==> src/tinker_pkg.sv <==
package tinker_pkg;

    localparam int XLEN        = 64;
    localparam int ILEN        = 32;
    localparam int REG_ADDR_W  = 5;
    localparam int OPCODE_W    = 5;
    localparam int IMM_W       = 12;

    localparam logic [XLEN-1:0] RESET_PC    = 64'h2000;
    localparam logic [XLEN-1:0] INSTR_BYTES = 64'd4;

    // div, call and return have no encoding here and run as no-ops
    typedef enum logic [OPCODE_W-1:0] {
        OP_AND    = 5'b00000,
        OP_OR     = 5'b00001,
        OP_XOR    = 5'b00010,
        OP_NOT    = 5'b00011,
        OP_SHFTR  = 5'b00100,
        OP_SHFTRI = 5'b00101,
        OP_SHFTL  = 5'b00110,
        OP_SHFTLI = 5'b00111,
        OP_BR     = 5'b01000,
        OP_BRR_R  = 5'b01001, // pc + rd
        OP_BRR_L  = 5'b01010, // pc + literal
        OP_BRNZ   = 5'b01011,
        OP_BRGT   = 5'b01110,
        OP_LOAD   = 5'b10000,
        OP_MOV_R  = 5'b10001,
        OP_MOV_L  = 5'b10010,
        OP_STORE  = 5'b10011,
        OP_ADD    = 5'b11000,
        OP_ADDI   = 5'b11001,
        OP_SUB    = 5'b11010,
        OP_SUBI   = 5'b11011,
        OP_MUL    = 5'b11100,
        OP_HALT   = 5'b11111
    } opcode_e;

    typedef struct packed {
        logic [OPCODE_W-1:0]   opcode;
        logic [REG_ADDR_W-1:0] rd;
        logic [REG_ADDR_W-1:0] rs;
        logic [REG_ADDR_W-1:0] rt;
        logic [11:0]           unused;
    } instr_reg_t;

    typedef struct packed {
        logic [OPCODE_W-1:0]   opcode;
        logic [REG_ADDR_W-1:0] rd;
        logic [REG_ADDR_W-1:0] rs;
        logic [4:0]            unused;
        logic [IMM_W-1:0]      imm;
    } instr_lit_t;

    typedef union packed {
        instr_reg_t r;
        instr_lit_t l;
    } instr_u;

    typedef struct packed {
        logic            write;
        logic            word;  // 1 for 8-byte word, 0 for 4-byte instruction
        logic [XLEN-1:0] addr;
        logic [XLEN-1:0] wdata;
    } mem_req_t;

    typedef enum logic [2:0] {
        FETCH, DECODE, EXECUTE, MEMORY, WRITEBACK, HALTED
    } state_e;

endpackage
==> src/tinker_decoder.sv <==
`timescale 1ns/1ps

module tinker_decoder import tinker_pkg::*; (
    input  instr_u                instr,
    output opcode_e               opcode,
    output logic [REG_ADDR_W-1:0] rd,
    output logic [REG_ADDR_W-1:0] rs,
    output logic [REG_ADDR_W-1:0] rt,
    output logic [XLEN-1:0]       imm,
    output logic                  is_load,
    output logic                  is_store,
    output logic                  is_branch,
    output logic                  is_halt,
    output logic                  writes_rd,
    output logic                  use_literal
);
    assign opcode = opcode_e'(instr.r.opcode);

    assign is_load   = (opcode == OP_LOAD);
    assign is_store  = (opcode == OP_STORE);
    assign is_halt   = (opcode == OP_HALT);
    assign is_branch = opcode inside {OP_BR, OP_BRR_R, OP_BRR_L, OP_BRNZ, OP_BRGT};

    assign use_literal = opcode inside {OP_ADDI, OP_SUBI, OP_SHFTRI, OP_SHFTLI,
                                        OP_MOV_L, OP_LOAD, OP_STORE, OP_BRR_L};

    assign writes_rd = opcode inside {OP_AND, OP_OR, OP_XOR, OP_NOT,
                                      OP_SHFTR, OP_SHFTRI, OP_SHFTL, OP_SHFTLI,
                                      OP_ADD, OP_ADDI, OP_SUB, OP_SUBI, OP_MUL,
                                      OP_MOV_R, OP_MOV_L, OP_LOAD};

    always_comb begin
        rd = instr.r.rd;
        rs = instr.r.rs;
        if (use_literal) begin
            rt  = '0;
            imm = {{(XLEN-IMM_W){instr.l.imm[IMM_W-1]}}, instr.l.imm};
        end else begin
            rt  = instr.r.rt;
            imm = '0;
        end
        // addi and subi accumulate into rd
        if (opcode == OP_ADDI || opcode == OP_SUBI) begin
            rs = instr.l.rd;
        end
    end

endmodule

==> config.mk <==
export PLATFORM = sky130hd
export DESIGN_NAME = tinker_decoder
export DESIGN_NICKNAME = d
export VERILOG_FILES = /design/src/tinker_pkg.sv /design/src/tinker_decoder.sv
export SDC_FILE = /design/constraint.sdc
export NUM_CORES = 1
export LEC_CHECK = 0
export CORE_AREA = 2 2 48 50
export DETAILED_ROUTE_END_ITERATION = 16
export DIE_AREA = 0 0 50 52
export DONT_BUFFER_PORTS = 1
export PLACE_DENSITY = 0.65
export SETUP_SLACK_MARGIN = 0.15
export SLEW_MARGIN = 10
export SYNTH_ARGS = -nofsm -noshare
export SYNTH_HDL_FRONTEND = slang
export SYNTH_SLANG_ARGS = --single-unit
export TNS_END_PERCENT = 1
==> constraint.sdc <==
create_clock -name vclk -period 1.78
set_input_delay 0.178 -clock vclk [all_inputs]
set_output_delay 0.178 -clock vclk [all_outputs]
set_load 0.02 [all_outputs]
==> metrics <==
DRT Wirelength 1290 um; Slowest-stage cell, CP or3b_1; Lkg Pwr 0.000262 uW; GRT Total Usage under 10%; via density per instance 4.93; pins over their slew limit 0; core box area ~0.0021 mm^2; die width about 50 um; WS Path Type in2out; postcts setup bufs 0; initial antenna violation count 0; final net count 96; Worst Setup SP instr[28]; slowest stage delay, CP 0.36 ns; max capacitance violation total 0; Port Buffers 0; most frequent cells after synthesis buf_4, and3_2, a21boi_1, and3_1, mux2_2; hpwl dp around 1100 um; Post-Place Cells 90; largest net degree at the start of global routing 27; Routed Antenna Nets 0; vias in the first global route about 370; total grt overflow 0; WL/cell around 14 um; diodes inserted 0; Buf/Inv on CP 2; Achievable Freq around 650 MHz; area grow syn2layout -34.4%; hold crit path type in2out; fin cells 90; Worst-Margin Slew ~0.50 ns; Die Area roughly 0.0026 mm^2; initial core utilization between 30% and 40%; most frequent cell after synthesis buf_4; Post-Syn Area 825 um^2; P per Cell Area approximately 460 mW/mm^2; warnings from Yosys 0; fraction of layout cells with a size suffix above 1 roughly 52%; Die Y ~52 um; Max-slew headroom 66.9%; sequential cell area fraction in the yosys report 0%; Site Rows 17; WP data arrival roughly 1.4 ns; filler instances 230; CP Launch Type input port; Worst path depth 5; Critical Path Sink imm[18]; Hold Fails Final Rpt 0; drt first pass iters 4; via count between 400 and 500; Synth Area per Inst approximately 7.4 um^2; largest area contributor in the netlist buf_4; # DRC 0; # hold bufs at CTS 0; TNS Setup 0 ns; first-pass GRT wire length between 1500 and 2000 um; Distinct cells, synth 25; crit-path max FO 10; Final Wtd Congestion between 0.6 and 0.7; Critical Path RT 1.60 ns; I/O pin count 122; RSZ-0062 raised after global routing false; worst path cell trace or3b_1, a311o_1, and3_4, buf_6, buf_16; Mapped Nets between 100 and 150; Setup Viol. Count Final 0; num sequential 0; VDD IR max about 0.17 mV; top-area cell type share of the netlist area a little under three fifths; DRT iter0 DRCs 4; Syn Inst Count 111; dominant cells by area after synthesis buf_4, and3_2, mux2_2; Critical Path Sink Type output port; register area 0 um^2; status finished, final reports clean; Final min period between 1.5 and 2 ns; Layout clock buffers 0; family with the most delay on the worst path simple AND/OR/NAND/NOR gates; fin crit share 86.6%
## layout make-up
class / instances / area (um^2) / area share, %
Tap cell: 28 / 35.0 / 6.48
Inverter: 2 / 7.51 / 1.39
Timing Repair Buffer: 17 / 171 / 31.7
Multi-Input combinational cell: 43 / 327 / 60.4
## cells in the final DEF, fill, tap and decap left out, types with 2 or more instances in the layout
cell,count
o21ai_0,2
inv_1,2
nor2_1,2
and3_1,5
a21boi_1,5
nand2b_1,2
and3_2,7
buf_4,14
buf_16,2
mux2_2,5
## where the power goes
part / internal [uW] / switching (uW)
combinational: 72.2 / 176
clock: 0 / 0
sequential: 0 / 0
## kinds of logic after synthesis
logic type	after synthesis	synth area share [%]
buf+inv	68	60.8
simple gates	28	23.7
compound gates	10	8.65
mux	5	6.83
## worst min-delay path by stage
stage | depth (start not counted) | slack [ns] | from | to
after floorplan | 1 | 0.44 | instr[28] | is_load
final | 0 | 0.36 | instr[24] | rd[2]
after detailed placement | 0 | 0.36 | instr[23] | rd[1]
after global routing | 0 | 0.36 | instr[24] | rd[2]
after CTS | 0 | 0.36 | instr[23] | rd[1]
after global placement | 0 | 0.36 | instr[23] | rd[1]
## stage by stage
step	util [%]	hold slack [ns]	worst slack (ns)	total power [uW]	area, um^2
final	25.7	0.356	0.238	248	541
after global routing	25.7	0.356	0.195	264	541
after CTS	25.7	0.356	0.185	250	541
after detailed placement	25.1	0.356	0.154	247	529
after global placement	25.1	0.356	0.153	244	529
after floorplan	-	0.439	0.0473	317	828
## routing by layer
metal	vias up	GRT usage [%]	wire length, um
met4	0	0.463	0
li1	212	-	-
met1	194	11.0	423
met2	38	13.2	703
met3	0	1.72	164
met5	-	0	0
## what timing repair did
item                                    4_1_cts  5_1_grt
resized for setup                             2        0
endpoints found under the setup margin        4       10
pin swaps                                     0        1
Power figures use the tool's default switching activity.
