### src/tinker_pkg.sv
package tinker_pkg;

    localparam int XLEN        = 64;
    localparam int ILEN        = 32;
    localparam int REG_ADDR_W  = 5;
    localparam int OPCODE_W    = 5;
    localparam int IMM_W       = 12;

    localparam logic [XLEN-1:0] RESET_PC    = 64'h2000;
    localparam logic [XLEN-1:0] INSTR_BYTES = 64'd4;

    // div, call and return have no encoding here and run as no-ops
    typedef enum logic [OPCODE_W-1:0] {
        OP_AND    = 5'b00000,
        OP_OR     = 5'b00001,
        OP_XOR    = 5'b00010,
        OP_NOT    = 5'b00011,
        OP_SHFTR  = 5'b00100,
        OP_SHFTRI = 5'b00101,
        OP_SHFTL  = 5'b00110,
        OP_SHFTLI = 5'b00111,
        OP_BR     = 5'b01000,
        OP_BRR_R  = 5'b01001, // pc + rd
        OP_BRR_L  = 5'b01010, // pc + literal
        OP_BRNZ   = 5'b01011,
        OP_BRGT   = 5'b01110,
        OP_LOAD   = 5'b10000,
        OP_MOV_R  = 5'b10001,
        OP_MOV_L  = 5'b10010,
        OP_STORE  = 5'b10011,
        OP_ADD    = 5'b11000,
        OP_ADDI   = 5'b11001,
        OP_SUB    = 5'b11010,
        OP_SUBI   = 5'b11011,
        OP_MUL    = 5'b11100,
        OP_HALT   = 5'b11111
    } opcode_e;

    typedef struct packed {
        logic [OPCODE_W-1:0]   opcode;
        logic [REG_ADDR_W-1:0] rd;
        logic [REG_ADDR_W-1:0] rs;
        logic [REG_ADDR_W-1:0] rt;
        logic [11:0]           unused;
    } instr_reg_t;

    typedef struct packed {
        logic [OPCODE_W-1:0]   opcode;
        logic [REG_ADDR_W-1:0] rd;
        logic [REG_ADDR_W-1:0] rs;
        logic [4:0]            unused;
        logic [IMM_W-1:0]      imm;
    } instr_lit_t;

    typedef union packed {
        instr_reg_t r;
        instr_lit_t l;
    } instr_u;

    typedef struct packed {
        logic            write;
        logic            word;  // 1 for 8-byte word, 0 for 4-byte instruction
        logic [XLEN-1:0] addr;
        logic [XLEN-1:0] wdata;
    } mem_req_t;

    typedef enum logic [2:0] {
        FETCH, DECODE, EXECUTE, MEMORY, WRITEBACK, HALTED
    } state_e;

endpackage
### src/tinker_branch_unit.sv
`timescale 1ns/1ps

module tinker_branch_unit import tinker_pkg::*; (
    input  opcode_e         opcode,
    input  logic [XLEN-1:0] pc,
    input  logic [XLEN-1:0] rs_val,
    input  logic [XLEN-1:0] rt_val,
    input  logic [XLEN-1:0] rd_val,
    input  logic [XLEN-1:0] imm,
    output logic [XLEN-1:0] next_pc
);
    logic [XLEN-1:0] seq_pc;

    assign seq_pc = pc + INSTR_BYTES;

    always_comb begin
        case (opcode)
            OP_BR:    next_pc = rd_val;
            OP_BRR_R: next_pc = pc + rd_val;
            OP_BRR_L: next_pc = pc + imm;
            OP_BRNZ: begin
                next_pc = (rs_val != '0) ? rd_val : seq_pc;
            end
            OP_BRGT: begin
                // Signed compare
                if ($signed(rs_val) > $signed(rt_val)) begin
                    next_pc = rd_val;
                end else begin
                    next_pc = seq_pc;
                end
            end
            default:  next_pc = seq_pc;
        endcase
    end

endmodule

### config.mk
export PLATFORM = sky130hd
export DESIGN_NAME = tinker_branch_unit
export DESIGN_NICKNAME = d
export VERILOG_FILES = /design/src/tinker_pkg.sv /design/src/tinker_branch_unit.sv
export SDC_FILE = /design/constraint.sdc
export NUM_CORES = 1
export LEC_CHECK = 0
export BUFFER_PORTS_ARGS = -buffer_cell sky130_fd_sc_hd__buf_2
export CAP_MARGIN = 25
export CORE_MARGIN = 5
export CORE_UTILIZATION = 40
export DETAILED_ROUTE_END_ITERATION = 6
export PLACE_DENSITY = 0.79
export SETUP_SLACK_MARGIN = 0.15
export SYNTH_ARGS = -nofsm -noshare
export SYNTH_HDL_FRONTEND = slang
export SYNTH_SLANG_ARGS = --single-unit
### constraint.sdc
create_clock -name vclk -period 19.6
set_input_delay 3.92 -clock vclk [all_inputs]
set_output_delay 3.92 -clock vclk [all_outputs]
set_load 0.005 [all_outputs]
==> reports/metrics.sh <==
FINAL_UTIL=0.4948
DRT-TOTAL-WL_MM=42.26
FILLERINSTANCES=2419
NFLOPSANDLATCHES=0
SYNTH.DISTINCT_CELLS=81
CLOCK_BUFFER_COUNT=0
PLACE_INST=2039
GRT.OVERFLOW.TOTAL=0
WORSTHOLDPATHTYPE='in2out'
MAX-SLEW-MARGIN-REL=0.3333
HOLD_VIOLATIONS_FINAL=0
MAXCLOCKFREQUENCY_MHz=71.84
SYNTH.YOSYS.SEQ_AREA_SHARE=0
TIMING.CRITICAL_PATH.ARRIVAL_NS=10.00
CP_MAX_FO=41
PWR-SHARE-CLK=0
GRT_USAGE=0.2909
TIMING.CRITICAL_PATH.FROM='opcode[4]'
DIEWIDTH_UM=163.7
SYN-INSTANCE-COUNT=1385
PATH_DELAY_FAMILY='compound AO/OA/AOI/OAI gates'
SYN_AVG_CELL_AREA_UM2=6.821
CHIPHEIGHT_UM=163.7
REMAINING_DRC_ERRORS=0
DP.FINAL_HPWL_MM=35.34
NET_COUNT_SYNTH=1847
ROUTER_ITERATIONS_BEFORE_ANTENNA_REPAIR=5
SYN-CELL-AREA_UM2=9447
CRIT_PATH_FREQUENT_CELL='nor2b_1'
TIMING.MAX_CAP.VIOLATIONS=0
GRT_MAX_DEGREE=44
YOSYS-TOP-CELLS-AREA='ha_1 18%, mux2_2 7.5%, a21oi_1 6.9%'
SYNTH.TOP_CELLS.BY_COUNT='157 x nand2_1, 136 x ha_1, 131 x a21oi_1'
GRT_ANTENNA_BEFORE_REPAIR=2
SYNTH_TOP_CELL_BY_AREA='ha_1'
FINAL_WORST_SETUP_SLACK_NS=5.679
FP.DIEAREA_UM2=26790
STATUS='completed'
FINALWEIGHTEDCONGESTION=0.9919
WORSTSETUPENDPOINTTYPE='output pin'
YOSYSTOPAREACELLSHARE=0.1801
TIMING.FINAL.CRIT_SHARE=0.7102
MULTI_INPUT_AREA_UM2=8772
P_LEAK_nW=5.505
WORST-SLEW-PIN-TRANSITION_NS=0.9976
VIAS_PER_CELL=6.085
FINAL_LAYOUT_SIZE_SUFFIX_GT1_FRAC=0.2849
TNS_NS=0
INITIALDRTVIOLATIONCOUNT=1132
INTERNAL_POWER_W=0.0001309
POST_LAYOUT_NONFILLER_INSTANCES=2041
FIRST_PASS_GRT_WIRE_LENGTH_MM=63.22
FINAL-SETUP-VIOL-COUNT=0
POSTCTSHOLDBUFS=0
POST_CTS.REPAIR.SETUP_BUFFERS=0
EFFECTIVE_UTILIZATION_AT_FLOORPLAN=0.4049
SEQCELLAREA_UM2=0
POWER.NET_SWITCHING_W=0.0001816
POST_DRT_WL_PER_CELL_UM=20.70
PORTBUFFERS=389
SEQPWRFRAC=0
CTS_RESIZED=0
GRT_PASS1_VIAS=12330
SW_FRAC_OF_TOTAL=0.5811
WORST_PATH_LARGEST_CELL_DELAY_NS=0.79
CRIT_PATH_TOP_DELAY_CELL='and2_2'
VDD_DROP_MAX_V=0.00001468
WORST-SETUP-PATH-TYPE='in2out'
YOSYS.CELL_COUNT.TOP_TYPE='nand2_1'
HP-START='rd_val[27]'
TIMING.FINAL.MAX_SLEW_VIOLATIONS=0
DETAILEDPLACE.WORSTSLACK_NS=5.814
POST-ROUTE-MIN-PERIOD_NS=13.92
DR_TOTAL_VIAS=12420
POWER.DENSITY_CELL_AREA_nW_PER_UM2=27.06
FP-ROW-COUNT=56
TOP_LEVEL_PORTS=389
SERIES_OF_CELL_INSTANCES_ALONG_THE_CRITICAL_PATH='buf_2, nor2b_1, nor2b_1, and2_2, buf_4, mux2_2, ha_1, a21o_1, a21o_1, a21oi_1, nor2b_1, a221o_1, a211oi_1, o31ai_1, a211oi_1, xor2_1, o221ai_1, buf_2'
CRIT_REQUIRED_NS=15.68
CRITICAL_PATH.N_BUFFERS_INVERTERS=3
CRITICAL_PATH_STARTPOINT_CATEGORY='input port'
GRT_SETUP_UNREPAIRED='false'
NETS=2184
POST_SYNTHESIS_TO_FINAL_LAYOUT_AREA_GROWTH_PCT=22.21
YS_WARN_COUNT=0
CORE_AREA_UM2=23330
ANTENNA_LEFT=0
COMBPWRFRAC=1.000
[worst min-delay path, stage by stage]
cell and delay [ns]:
buf_2 0.09, nand2_1 0.04, o221ai_1 0.05, buf_2 0.11
[cells by family after synthesis]
family | share of synthesized area
mux | 0.09417
buf+inv | 0.07311
xor+xnor | 0.1048
simple gates | 0.2483
fa+ha+maj | 0.1823
compound gates | 0.2974
[layer usage]
layer,share of wire,global-route usage,vias up
met5,0,0,-
met4,0.060,0.1563,0
li1,-,-,5851
met1,0.38,0.3342,5737
met3,0.082,0.03886,136
met2,0.48,0.5199,695
[path summary, 6_finish.rpt]
kind,end,slack [ns],cells past startpoint
hold / removal,next_pc[27],8.14,4
setup / recovery,next_pc[49],5.68,18
[per-stage QoR]
step | cell area, um2 | hold WS, ns | power [W]
after floorplan | 9447 | 7.923 | 0.0001953
after global placement | 11510 | 8.139 | 0.0003027
after detailed placement | 11540 | 8.136 | 0.0003048
after CTS | 11540 | 8.140 | 0.0003072
after global routing | 11540 | 8.160 | 0.0003410
final | 11540 | 8.138 | 0.0003124
[placed cells by master, fill, tap and decap left out, drive strengths merged, types with 18 or more instances in the layout]
master | netlist | final
buf | 18 | 400
nand3 | 47 | 47
inv | 85 | 85
a21oi | 133 | 133
ha | 136 | 136
nor4 | 27 | 27
o221ai | 26 | 26
o21ai | 97 | 97
nor2 | 90 | 90
xor2 | 64 | 64
a21o | 44 | 44
xnor2 | 49 | 49
and3 | 18 | 18
mux2 | 63 | 63
nand4 | 47 | 47
mux2i | 18 | 18
nand2 | 158 | 158
nor3 | 22 | 22
[layout make-up]
| cell class | count | area share |
|---|---|---|
| diodes | 2 | 0.0004335 |
| repair buffers | 400 | 0.1775 |
| inverters | 85 | 0.02764 |
| well taps | 319 | 0.03457 |
| multi-input cells | 1235 | 0.7598 |
[power by group through the flow]
stage,Sequential [W],Combinational (W),Clock (W)
final,0,0.000312,0.0000000000137
after detailed placement,0,0.000305,0
after CTS,0,0.000307,0
after global routing,0,0.000341,0.0000000000137
after global placement,0,0.000303,0
after floorplan,0,0.000195,0
No activity file was read; power rests on OpenSTA's default activity.
