### src/tinker_pkg.sv
package tinker_pkg;

    localparam int XLEN        = 64;
    localparam int ILEN        = 32;
    localparam int REG_ADDR_W  = 5;
    localparam int OPCODE_W    = 5;
    localparam int IMM_W       = 12;

    localparam logic [XLEN-1:0] RESET_PC    = 64'h2000;
    localparam logic [XLEN-1:0] INSTR_BYTES = 64'd4;

    // div, call and return have no encoding here and run as no-ops
    typedef enum logic [OPCODE_W-1:0] {
        OP_AND    = 5'b00000,
        OP_OR     = 5'b00001,
        OP_XOR    = 5'b00010,
        OP_NOT    = 5'b00011,
        OP_SHFTR  = 5'b00100,
        OP_SHFTRI = 5'b00101,
        OP_SHFTL  = 5'b00110,
        OP_SHFTLI = 5'b00111,
        OP_BR     = 5'b01000,
        OP_BRR_R  = 5'b01001, // pc + rd
        OP_BRR_L  = 5'b01010, // pc + literal
        OP_BRNZ   = 5'b01011,
        OP_BRGT   = 5'b01110,
        OP_LOAD   = 5'b10000,
        OP_MOV_R  = 5'b10001,
        OP_MOV_L  = 5'b10010,
        OP_STORE  = 5'b10011,
        OP_ADD    = 5'b11000,
        OP_ADDI   = 5'b11001,
        OP_SUB    = 5'b11010,
        OP_SUBI   = 5'b11011,
        OP_MUL    = 5'b11100,
        OP_HALT   = 5'b11111
    } opcode_e;

    typedef struct packed {
        logic [OPCODE_W-1:0]   opcode;
        logic [REG_ADDR_W-1:0] rd;
        logic [REG_ADDR_W-1:0] rs;
        logic [REG_ADDR_W-1:0] rt;
        logic [11:0]           unused;
    } instr_reg_t;

    typedef struct packed {
        logic [OPCODE_W-1:0]   opcode;
        logic [REG_ADDR_W-1:0] rd;
        logic [REG_ADDR_W-1:0] rs;
        logic [4:0]            unused;
        logic [IMM_W-1:0]      imm;
    } instr_lit_t;

    typedef union packed {
        instr_reg_t r;
        instr_lit_t l;
    } instr_u;

    typedef struct packed {
        logic            write;
        logic            word;  // 1 for 8-byte word, 0 for 4-byte instruction
        logic [XLEN-1:0] addr;
        logic [XLEN-1:0] wdata;
    } mem_req_t;

    typedef enum logic [2:0] {
        FETCH, DECODE, EXECUTE, MEMORY, WRITEBACK, HALTED
    } state_e;

endpackage
### src/tinker_regfile.sv
`timescale 1ns/1ps

module tinker_regfile import tinker_pkg::*; (
    input  logic                  clk,
    input  logic                  reset,
    input  logic                  we,
    input  logic [REG_ADDR_W-1:0] waddr,
    input  logic [XLEN-1:0]       wdata,
    input  logic [REG_ADDR_W-1:0] raddr_s,
    input  logic [REG_ADDR_W-1:0] raddr_t,
    input  logic [REG_ADDR_W-1:0] raddr_d,
    output logic [XLEN-1:0]       rdata_s,
    output logic [XLEN-1:0]       rdata_t,
    output logic [XLEN-1:0]       rdata_d
);
    localparam int NUM_REGS = 2**REG_ADDR_W;

    logic [XLEN-1:0] regs [1:NUM_REGS-1]; // r0 has no storage

    assign rdata_s = (raddr_s == '0) ? '0 : regs[raddr_s];
    assign rdata_t = (raddr_t == '0) ? '0 : regs[raddr_t];
    assign rdata_d = (raddr_d == '0) ? '0 : regs[raddr_d];

    always_ff @(posedge clk or posedge reset) begin
        if (reset) begin
            for (int i = 1; i < NUM_REGS; i++) begin
                regs[i] <= '0;
            end
        end else if (we && waddr != '0) begin
            regs[waddr] <= wdata;
        end
    end

endmodule

### config.mk
export PLATFORM = sky130hd
export DESIGN_NAME = tinker_regfile
export DESIGN_NICKNAME = d
export VERILOG_FILES = /design/src/tinker_pkg.sv /design/src/tinker_regfile.sv
export SDC_FILE = /design/constraint.sdc
export NUM_CORES = 2
export LEC_CHECK = 0
export ABC_AREA = 0
export BUFFER_PORTS_ARGS = -buffer_cell sky130_fd_sc_hd__buf_2
export CAP_MARGIN = 20
export CORE_MARGIN = 2
export CORE_UTILIZATION = 30
export CTS_BUF_LIST = sky130_fd_sc_hd__clkbuf_4 sky130_fd_sc_hd__clkbuf_8
export DETAILED_ROUTE_END_ITERATION = 8
export PLACE_DENSITY = 0.43
export REMOVE_ABC_BUFFERS = 1
export SLEW_MARGIN = 10
export SYNTH_ARGS = -nofsm -noshare
export SYNTH_HDL_FRONTEND = slang
export SYNTH_SLANG_ARGS = --single-unit
### constraint.sdc
create_clock -name clk -period 143.1 [get_ports clk]
set_input_delay 21.465 -clock clk [delete_from_list [all_inputs] [get_ports clk]]
set_output_delay 21.465 -clock clk [all_outputs]
set_load 0.01 [all_outputs]
==> key figures <==
Run status
  – Run status: completed

Floorplanning
  – Placeable core region: around 0.41 mm2
  – Number of standard-cell rows in the floorplan: between 200 and 250
  – Number of top-level pins: between 200 and 300
  – Die width: roughly 640 um
  – Die area: slightly above 0.4 mm2
  – Die boundary height: about 640 um
  – Initial standard-cell utilization of the core: 0.301

Clock network
  – # resized after CTS: 0
  – Clock buffer depth: 4
  – Clock transition at the registers of the reported paths: around 0.06 ns
  – Total number of clock tree sinks: between 1500 and 2000
  – Clock latency reported for the late side of the worst-skew pair: between 1 and 1.5 ns
  – H-Tree Level Count: 5
  – TritonCTS Buffers: between 300 and 400
  – Setup fix buffers added after clock tree synthesis: 0
  – Hold-fix buffers at CTS: 0
  – Root Driver: clkbuf_8
  – TritonCTS clock tree: done

Setup path
  – Worst Reg2Reg Path Length in Cells: 1
  – Type of element capturing the critical path: output port
  – Worst Setup Start Kind: input port
  – Largest fanout of any net on the critical path: 42
  – Class of the most critical setup path: input port to output port
  – CP Data Required Time: roughly 120 ns
  – Arrival time of data at the critical path endpoint: 26.43 ns

Layout
  – Number of nets in the finished design: just under 10000
  – Fraction of final layout cells sized beyond drive strength 1: 0.421
  – Fillers: 40100
  – Leading cell type in the layout, fill and taps excluded: mux2_2
  – Top reg by flops: regs
  – Synthesis-to-finish area growth: 11.0%
  – Commonest non-fill, non-tap cells in the layout: mux2_2 (2508), dfrtp_1 (1984), mux2i_1 (1545)
  – Final Instance Count excl. Fillers: 15300
  – Flip-flop count of the largest register after layout: roughly 2000
  – Largest registers: regs x1984

Synthesis
  – Number of warnings printed during yosys synthesis: 0
  – Proportion of register bits with asynchronous set or reset after synthesis: 1.00
  – Total standard cell area after synthesis: 0.122 mm2
  – Synthesized instance count: ~10000
  – Unique cell type count in the Yosys netlist: 45
  – Most frequently used flop master after synthesis: dfrtp_1
  – Post-synth EDFFs: 0
  – Area contributors post-synth: dfrtp_1 (41%), mux2_2 (23%), mux2i_1 (13%)
  – Sequential cell area fraction in the yosys report: 0.406
  – Cell type contributing the most total cell area after synthesis: dfrtp_1
  – Mean cell area of the mapped netlist: about 13 um2
  – Yosys top cell area share: 0.406
  – Number of synthesized register bits: 1984

Timing
  – Achievable frequency: roughly 21 MHz
  – Relative slew margins: 0.184
  – Final slew viol count: 0
  – Hold slack final: 0.529 ns
  – Setup repair after global routing missed its margin: no
  – Final clock period utilization by the worst path: 0.335
  – Count of endpoints failing setup in the final report: 0
  – Minimum clock period after layout: 47.89 ns
  – Final Skew: 0 ns
  – Post-route worst setup slack: between 90 and 100 ns
  – Setup TNS: 0 ns
  – Total count of hold-check failures in the final report: 0
  – Transition at the pin with the smallest max-transition slack: around 1.2 ns

Placement
  – Routability congestion estimate: 0.806
  – Detailed placement HPWL: 296 mm
  – Post-Place Cells: roughly 15000
  – IO Port Bufs: around 280
  – Worst Setup Slack post-DPL: 95.22 ns

Worst hold path
  – Path class of the lowest-slack min-delay path: flip-flop to flip-flop
  – Count of cells along the worst hold path: 1

Route
  – Average detailed-routed wire length per instance: approximately 34 um
  – Drt via density: between 6 and 7
  – Detailed Routing Iterations Pass 1: 6
  – Total via count in the routed design: slightly above 90000
  – Post-route ant nets: 0
  – Detailed-route DRC error count: 0
  – Total length of routed wires: 526 mm
  – First DRT Iteration DRCs: a little under 9000

Power and ir drop
  – Lkg Pwr: just under 60 nW
  – Power density over the cells: between 10 and 15 mW/mm2
  – Sum of internal, switching and leakage power: 1.85 mW
  – VDD IR max: 0.00717 mV

Global route
  – Total track usage: 0.246
  – Global-route wire length before repair: 741 mm
  – GR Overflow Total: 0
  – Largest net degree at the start of global routing: 163
  – Antenna violations before repair: 35
  – Vias in the first global route: between 90000 and 100k

Run
  – Maximum capacitance violations: 0
-- cells in the mapped netlist (3+ instances only) --
cell type,instances
a221oi_1,189
a22oi_1,189
and2_1,4
buf_1,48
buf_2,343
buf_4,162
buf_6,50
clkbuf_1,482
dfrtp_1,1984
mux2_1,44
mux2_2,2508
mux2i_1,1545
mux4_2,386
nand2_1,22
nand2_2,3
nand2b_1,11
nand3b_1,4
nand3b_2,3
nor2_2,8
nor2_4,4
nor2_8,4
nor2b_1,8
nor3_1,575
nor3b_2,3
o22ai_1,958
o31a_1,189
or2_2,6
or3b_2,3
-- report_power, final --
group | total [mW] | internal [mW] | switching, mW
clock network | 0.622 | 0.352 | 0.270
logic | 0.449 | 0.233 | 0.216
registers | 0.781 | 0.672 | 0.109
total | 1.85 | 1.26 | 0.595
-- critical path, cell delays in order --
cell and delay, ns:
clkbuf_8 0.27, buf_4 0.66, buf_4 0.75, nand2_4 0.65
buf_4 0.53, buf_4 0.46, o22ai_1 0.27, nor3_1 0.07
nor3_1 0.62, buf_2 0.25
-- final timing paths --
path                                   startpoint                      to  slack, ns
max                                    raddr_s[2]             rdata_s[51]      95.21
max in group asynchronous                   reset   regs[307]$_DFFE_PP0P_     118.04
min reg2reg                regs[1254]$_DFFE_PP0P_  regs[1254]$_DFFE_PP0P_       0.53
min                        regs[1254]$_DFFE_PP0P_  regs[1254]$_DFFE_PP0P_       0.53
max reg2reg                 regs[578]$_DFFE_PP0P_   regs[578]$_DFFE_PP0P_     142.26
min in group asynchronous                   reset  regs[1059]$_DFFE_PP0P_      20.56
-- layout make-up --
class	count	area (um2)	share of cell area
diodes	21	52.6	0.000387
clock buffers	623	7820	0.0576
clock inverters	48	428	0.00315
inverters	1	11.3	0.0000829
multi-input cells	6684	67600	0.498
flip-flops and latches	1984	49600	0.366
well taps	5428	6790	0.0500
repair buffers	503	3440	0.0253
-- logic make-up (layout without fill, tap and decap cells) --
logic type             after synthesis  after routing  share of synthesized area
multiplexers                      4483           4483                      0.432
buffers and inverters             1088           1175                     0.0450
flip-flops                        1984           1984                      0.406
AND/OR/NAND/NOR                    671            671                     0.0290
other                                0             21                          0
AO/OA/AOI/OAI                     1530           1530                     0.0880
-- stage by stage --
step                instance area, um2  utilization
finish                          136000        0.334
global route                    136000        0.334
CTS                             136000        0.334
detailed placement              127000        0.314
global placement                127000        0.314
floorplan                       117000            -
-- layer usage --
layer  part of all wire  GRT usage  vias up
met5            0.00019          0        -
met1               0.43      0.322    49200
li1                   -          -    37700
met4              0.051      0.113       18
met3              0.067     0.0455     1259
met2               0.46      0.392     4126
No activity file was read; power rests on OpenSTA's default activity.
