===== src/tinker_pkg.sv =====
package tinker_pkg;

    localparam int XLEN        = 64;
    localparam int ILEN        = 32;
    localparam int REG_ADDR_W  = 5;
    localparam int OPCODE_W    = 5;
    localparam int IMM_W       = 12;

    localparam logic [XLEN-1:0] RESET_PC    = 64'h2000;
    localparam logic [XLEN-1:0] INSTR_BYTES = 64'd4;

    // div, call and return have no encoding here and run as no-ops
    typedef enum logic [OPCODE_W-1:0] {
        OP_AND    = 5'b00000,
        OP_OR     = 5'b00001,
        OP_XOR    = 5'b00010,
        OP_NOT    = 5'b00011,
        OP_SHFTR  = 5'b00100,
        OP_SHFTRI = 5'b00101,
        OP_SHFTL  = 5'b00110,
        OP_SHFTLI = 5'b00111,
        OP_BR     = 5'b01000,
        OP_BRR_R  = 5'b01001, // pc + rd
        OP_BRR_L  = 5'b01010, // pc + literal
        OP_BRNZ   = 5'b01011,
        OP_BRGT   = 5'b01110,
        OP_LOAD   = 5'b10000,
        OP_MOV_R  = 5'b10001,
        OP_MOV_L  = 5'b10010,
        OP_STORE  = 5'b10011,
        OP_ADD    = 5'b11000,
        OP_ADDI   = 5'b11001,
        OP_SUB    = 5'b11010,
        OP_SUBI   = 5'b11011,
        OP_MUL    = 5'b11100,
        OP_HALT   = 5'b11111
    } opcode_e;

    typedef struct packed {
        logic [OPCODE_W-1:0]   opcode;
        logic [REG_ADDR_W-1:0] rd;
        logic [REG_ADDR_W-1:0] rs;
        logic [REG_ADDR_W-1:0] rt;
        logic [11:0]           unused;
    } instr_reg_t;

    typedef struct packed {
        logic [OPCODE_W-1:0]   opcode;
        logic [REG_ADDR_W-1:0] rd;
        logic [REG_ADDR_W-1:0] rs;
        logic [4:0]            unused;
        logic [IMM_W-1:0]      imm;
    } instr_lit_t;

    typedef union packed {
        instr_reg_t r;
        instr_lit_t l;
    } instr_u;

    typedef struct packed {
        logic            write;
        logic            word;  // 1 for 8-byte word, 0 for 4-byte instruction
        logic [XLEN-1:0] addr;
        logic [XLEN-1:0] wdata;
    } mem_req_t;

    typedef enum logic [2:0] {
        FETCH, DECODE, EXECUTE, MEMORY, WRITEBACK, HALTED
    } state_e;

endpackage

===== src/tinker_sequencer.sv =====
`timescale 1ns/1ps

module tinker_sequencer import tinker_pkg::*; (
    input  logic            clk,
    input  logic            reset,
    input  logic            is_load,
    input  logic            is_store,
    input  logic            is_branch,
    input  logic            is_halt,
    input  logic            writes_rd,
    input  logic [XLEN-1:0] next_pc,
    input  logic [XLEN-1:0] alu_result,
    input  logic [XLEN-1:0] store_data,
    input  logic            mem_req_ready,
    input  logic            mem_rsp_valid,
    input  logic [XLEN-1:0] mem_rsp_data,
    output instr_u          instr,
    output logic [XLEN-1:0] pc,
    output logic            reg_we,
    output logic [XLEN-1:0] reg_wdata,
    output mem_req_t        mem_req,
    output logic            mem_req_valid,
    output logic            hlt
);
    state_e          state;
    logic            rsp_wait; // Read accepted, data not back yet
    logic            req_fire;
    logic            rsp_fire;
    logic [XLEN-1:0] alu_q;
    logic [XLEN-1:0] load_q;

    assign mem_req_valid = !reset && (state == FETCH || state == MEMORY) && !rsp_wait;
    assign req_fire      = mem_req_valid && mem_req_ready;
    assign rsp_fire      = rsp_wait && mem_rsp_valid;

    assign hlt       = (state == HALTED);
    assign reg_we    = (state == WRITEBACK) && writes_rd;
    assign reg_wdata = is_load ? load_q : alu_q;

    // Request fields depend only on held state, so they stay stable under back-pressure
    always_comb begin
        mem_req = '0;
        if (state == MEMORY) begin
            mem_req.write = is_store;
            mem_req.word  = 1'b1;
            mem_req.addr  = alu_q;
            mem_req.wdata = is_store ? store_data : '0;
        end else begin
            mem_req.addr = pc; // Instruction fetch
        end
    end

    always_ff @(posedge clk or posedge reset) begin
        if (reset) begin
            state    <= FETCH;
            pc       <= RESET_PC;
            rsp_wait <= 1'b0;
        end else begin
            case (state)
                FETCH: begin
                    if (req_fire) begin
                        rsp_wait <= 1'b1;
                    end else if (rsp_fire) begin
                        rsp_wait <= 1'b0;
                        state    <= DECODE;
                    end
                end
                DECODE: begin
                    state <= is_halt ? HALTED : EXECUTE;
                end
                EXECUTE: begin
                    if (is_branch) begin
                        pc    <= next_pc; // Not taken gives pc + 4
                        state <= FETCH;
                    end else if (is_load || is_store) begin
                        state <= MEMORY;
                    end else begin
                        state <= WRITEBACK;
                    end
                end
                MEMORY: begin
                    if (req_fire) begin
                        if (is_load) begin
                            rsp_wait <= 1'b1;
                        end else begin
                            state <= WRITEBACK; // Stores get no response
                        end
                    end else if (rsp_fire) begin
                        rsp_wait <= 1'b0;
                        state    <= WRITEBACK;
                    end
                end
                WRITEBACK: begin
                    pc    <= pc + INSTR_BYTES;
                    state <= FETCH;
                end
                HALTED:  state <= HALTED;
                default: state <= FETCH;
            endcase
        end
    end

    always_ff @(posedge clk) begin
        if (state == FETCH && rsp_fire) begin
            instr <= mem_rsp_data[ILEN-1:0];
        end
        if (state == EXECUTE) begin
            alu_q <= alu_result;
        end
        if (state == MEMORY && rsp_fire) begin
            load_q <= mem_rsp_data;
        end
    end

endmodule


===== config.mk =====
export PLATFORM = sky130hd
export DESIGN_NAME = tinker_sequencer
export DESIGN_NICKNAME = d
export VERILOG_FILES = /design/src/tinker_pkg.sv /design/src/tinker_sequencer.sv
export SDC_FILE = /design/constraint.sdc
export NUM_CORES = 1
export LEC_CHECK = 0
export BUFFER_PORTS_ARGS = -buffer_cell sky130_fd_sc_hd__buf_2
export CORE_AREA = 2 2 220 222
export DETAILED_ROUTE_END_ITERATION = 10
export DIE_AREA = 0 0 222 224
export GPL_TIMING_DRIVEN = 0
export SYNTH_ARGS = -nofsm -noshare
export SYNTH_HDL_FRONTEND = slang
export SYNTH_SLANG_ARGS = --single-unit

===== constraint.sdc =====
create_clock -name clk -period 15.2 [get_ports clk]
set_input_delay 3.04 -clock clk [delete_from_list [all_inputs] [get_ports clk]]
set_output_delay 3.04 -clock clk [all_outputs]
set_load 0.05 [all_outputs]

==> results_dict.tcl <==
set metrics [dict create \
    status "completed" \
    hp-class "reg -> reg" \
    cts_hold_buffers 0 \
    synthesis.area_um2 11000 \
    p_leak_nw 6.78 \
    synth-main-ff-cell "edfxtp_1" \
    synth_cell_types 59 \
    cp_slowest_cell "buf_1" \
    grtUsageTotal 0.208 \
    ctsLongestPathBuffers 3 \
    grt_pass1_vias 10769 \
    critPathCaptureType "output port" \
    setup_ws_ns 6.67 \
    setup_tns_ns 0 \
    firstDrtPassIters 5 \
    cts_buffers 28 \
    crit_fanout 10 \
    final-max-slew-violation-count 0 \
    grt_max_degree 51 \
    netlist_instances 897 \
    powerDensity_nw_per_um2 218 \
    ios 558 \
    grt_overflow 0 \
    drc_errors 0 \
    max-cap-violations 0 \
    syn_to_final_growth_pct 42.4 \
    pre_cts_ws_ns 6.59 \
    setup_viol 0 \
    syn-num-nets 1163 \
    post-route-min-period_ns 8.53 \
    clock_latency_ns 0.56 \
    tritoncts "built" \
    ctsResizeCount 0 \
    antenna_found_initial 23 \
    drt-vias-per-instance 4.91 \
    numClockSinks 228 \
    wl_per_cell_um 24.9 \
    dieArea_um2 49700 \
    cpPeakStageDelay_ns 0.90 \
    synth_edf_count 160 \
    crit_chain "buf_2 > buf_1 > clkbuf_1 > mux2_2 > buf_2" \
    vdd_drop_max_uv 144 \
    worstSetupPathType "in -> out" \
    cts-htree-levels 1 \
    fp.dieH_um 224 \
    dr_total_vias 10542 \
    grt_setup_unrepaired "no" \
    rows 80 \
    drt_iter0_drc 708 \
    final_nets 1767 \
    clockRootBuffer "clkbuf_16" \
    tightestPinTransition_ns 1.24 \
    skew_ns 0.00877 \
    die_w_um 222 \
    gp_congestion 0.851 \
    ys_ff_latch 228 \
    clk_pin_slew_ns 0.06 \
    max_freq_mhz 117 \
    ys_seq_area_frac 0.591 \
    hold_viol_final 0 \
    place_hpwl_um 42500 \
    cts_setup_buffers 0 \
    critical_path_arrival_ns 5.49 \
    wl_um 53500 \
    ys_warn_count 0 \
    start_kind "input pin" \
    slew_headroom 0.169 \
    coreArea_um2 47300 \
    drive_gt1_frac 0.494 \
    worst-endpoint-required_ns 12.16 \
    io_buffers 557 \
    finalCritPeriodShare 0.561 \
    initial_core_util 0.232 \
    ys_async_sr_fraction 0.298 \
    crit_path_frequent_cell "buf_2" \
    ant_nets 0 \
    syn_avg_cell_area_um2 12.3 \
    grt_pass1_wl_um 75100 \
]
## metrics by stage
step,util,hold slack (ns),std cells,area [um2],power (W)
after CTS,0.330,0.542,2138,15600,0.00345
after global placement,0.308,0.534,2069,14600,0.00277
after detailed placement,0.312,0.528,2086,14800,0.00279
final,0.331,0.532,2149,15700,0.00341
after global routing,0.331,0.550,2149,15700,0.00357
after floorplan,-,0.593,897,11000,0.00223
## Yosys cell counts (3+ instances only)
library cell  count  share of area
buf_1            11         0.0038
nand3_1          36          0.016
o221ai_1          3         0.0024
o22ai_1           4         0.0023
nand4_1          24          0.014
or4_1             5         0.0034
o31a_1            3         0.0024
nor3_1           19         0.0086
nor4_1           13         0.0074
a31oi_1           6         0.0034
and3_1           82          0.047
o32ai_1           3         0.0024
edfxtp_1        160           0.44
and2_1            8         0.0045
a211oi_1         10         0.0068
o311ai_0         12         0.0096
nand2_1          80          0.027
o21ai_0          24          0.011
nor3b_1           3         0.0020
or3_1             7         0.0040
a221o_1           3         0.0027
a21oi_1          14         0.0064
and4_1            8         0.0064
a211o_1           3         0.0024
a311oi_1          9         0.0072
inv_1            12         0.0041
mux2_2          121           0.12
nor2_1           41          0.014
mux2i_1           4         0.0036
clkbuf_1         46          0.016
nor2b_1           3         0.0017
dfrtp_1          67           0.15
o211ai_1         21          0.014
## cell type report
class	instances	area (um2)
antenna	11	27.5
buffer	59	230
clock buffer	37	756
clock inverter	15	93.8
fill	4909	31700
inverter	12	47.5
multi-input combinational	598	4240
sequential	228	6510
tap	615	769
timing repair buffer	574	3000
## worst max-delay path: cells and delay by family
family	cells	cell delay, ns
muxes	1	0.42
buffers and inverters	4	2.01
## logic make-up after synthesis
group	count (synthesis)	synth area share
compound gates	129	0.0848
fa+ha+maj	1	0.00114
buf+inv	71	0.0250
flops	228	0.591
mux	125	0.127
simple gates	343	0.170
## cells in the final DEF (no fill, tap or decap), types with 4 or more instances in the layout
cell       count
a211oi_1      10
a21oi_1       14
a311oi_1       9
a31oi_1        6
and2_1         8
and3_1        82
and4_1         8
buf_1         11
buf_2        558
buf_6         16
clkbuf_1      54
clkbuf_16     29
clkinv_1       7
clkinv_2       6
dfrtp_1       67
diode_2       11
edfxtp_1     160
inv_1         11
mux2_2       121
mux2i_1        4
nand2_1       80
nand3_1       36
nand4_1       24
nor2_1        41
nor3_1        17
nor4_1        13
o211ai_1      21
o21ai_0       24
o22ai_1        4
o311ai_0      12
or3_1          7
or4_1          5
## state kept, by name, indices dropped and copies added (netlist names)
signal and count:
instr 32, load_q 64, state 3, alu_q 64
pc 64, rsp_wait 1
## worst paths after layout
check                         start             to  slack [ns]  cells after the start
min in group asynchronous     reset       rsp_wait        2.47                      2
hold reg to reg               pc[0]          pc[0]        0.53                      2
hold / removal                pc[0]          pc[0]        0.53                      2
setup / recovery            is_load  reg_wdata[62]        6.67                      5
setup reg to reg           state[2]         pc[30]       11.83                      8
max in group asynchronous     reset         pc[29]       12.12                      3
## report_power, final
group,switching (W),leakage [nW],internal (W)
Clock,0.000277,0.416,0.000364
Combinational,0.00132,4.12,0.000426
Sequential,0.000204,2.25,0.000822
## per-layer routing
metal	up-vias	global-route usage	routed length, um
met5	-	0	100
met1	5191	0.236	20600
met3	118	0.0580	3980
li1	4716	-	-
met2	501	0.356	26200
met4	16	0.111	2650
Power figures use the tool's default switching activity.
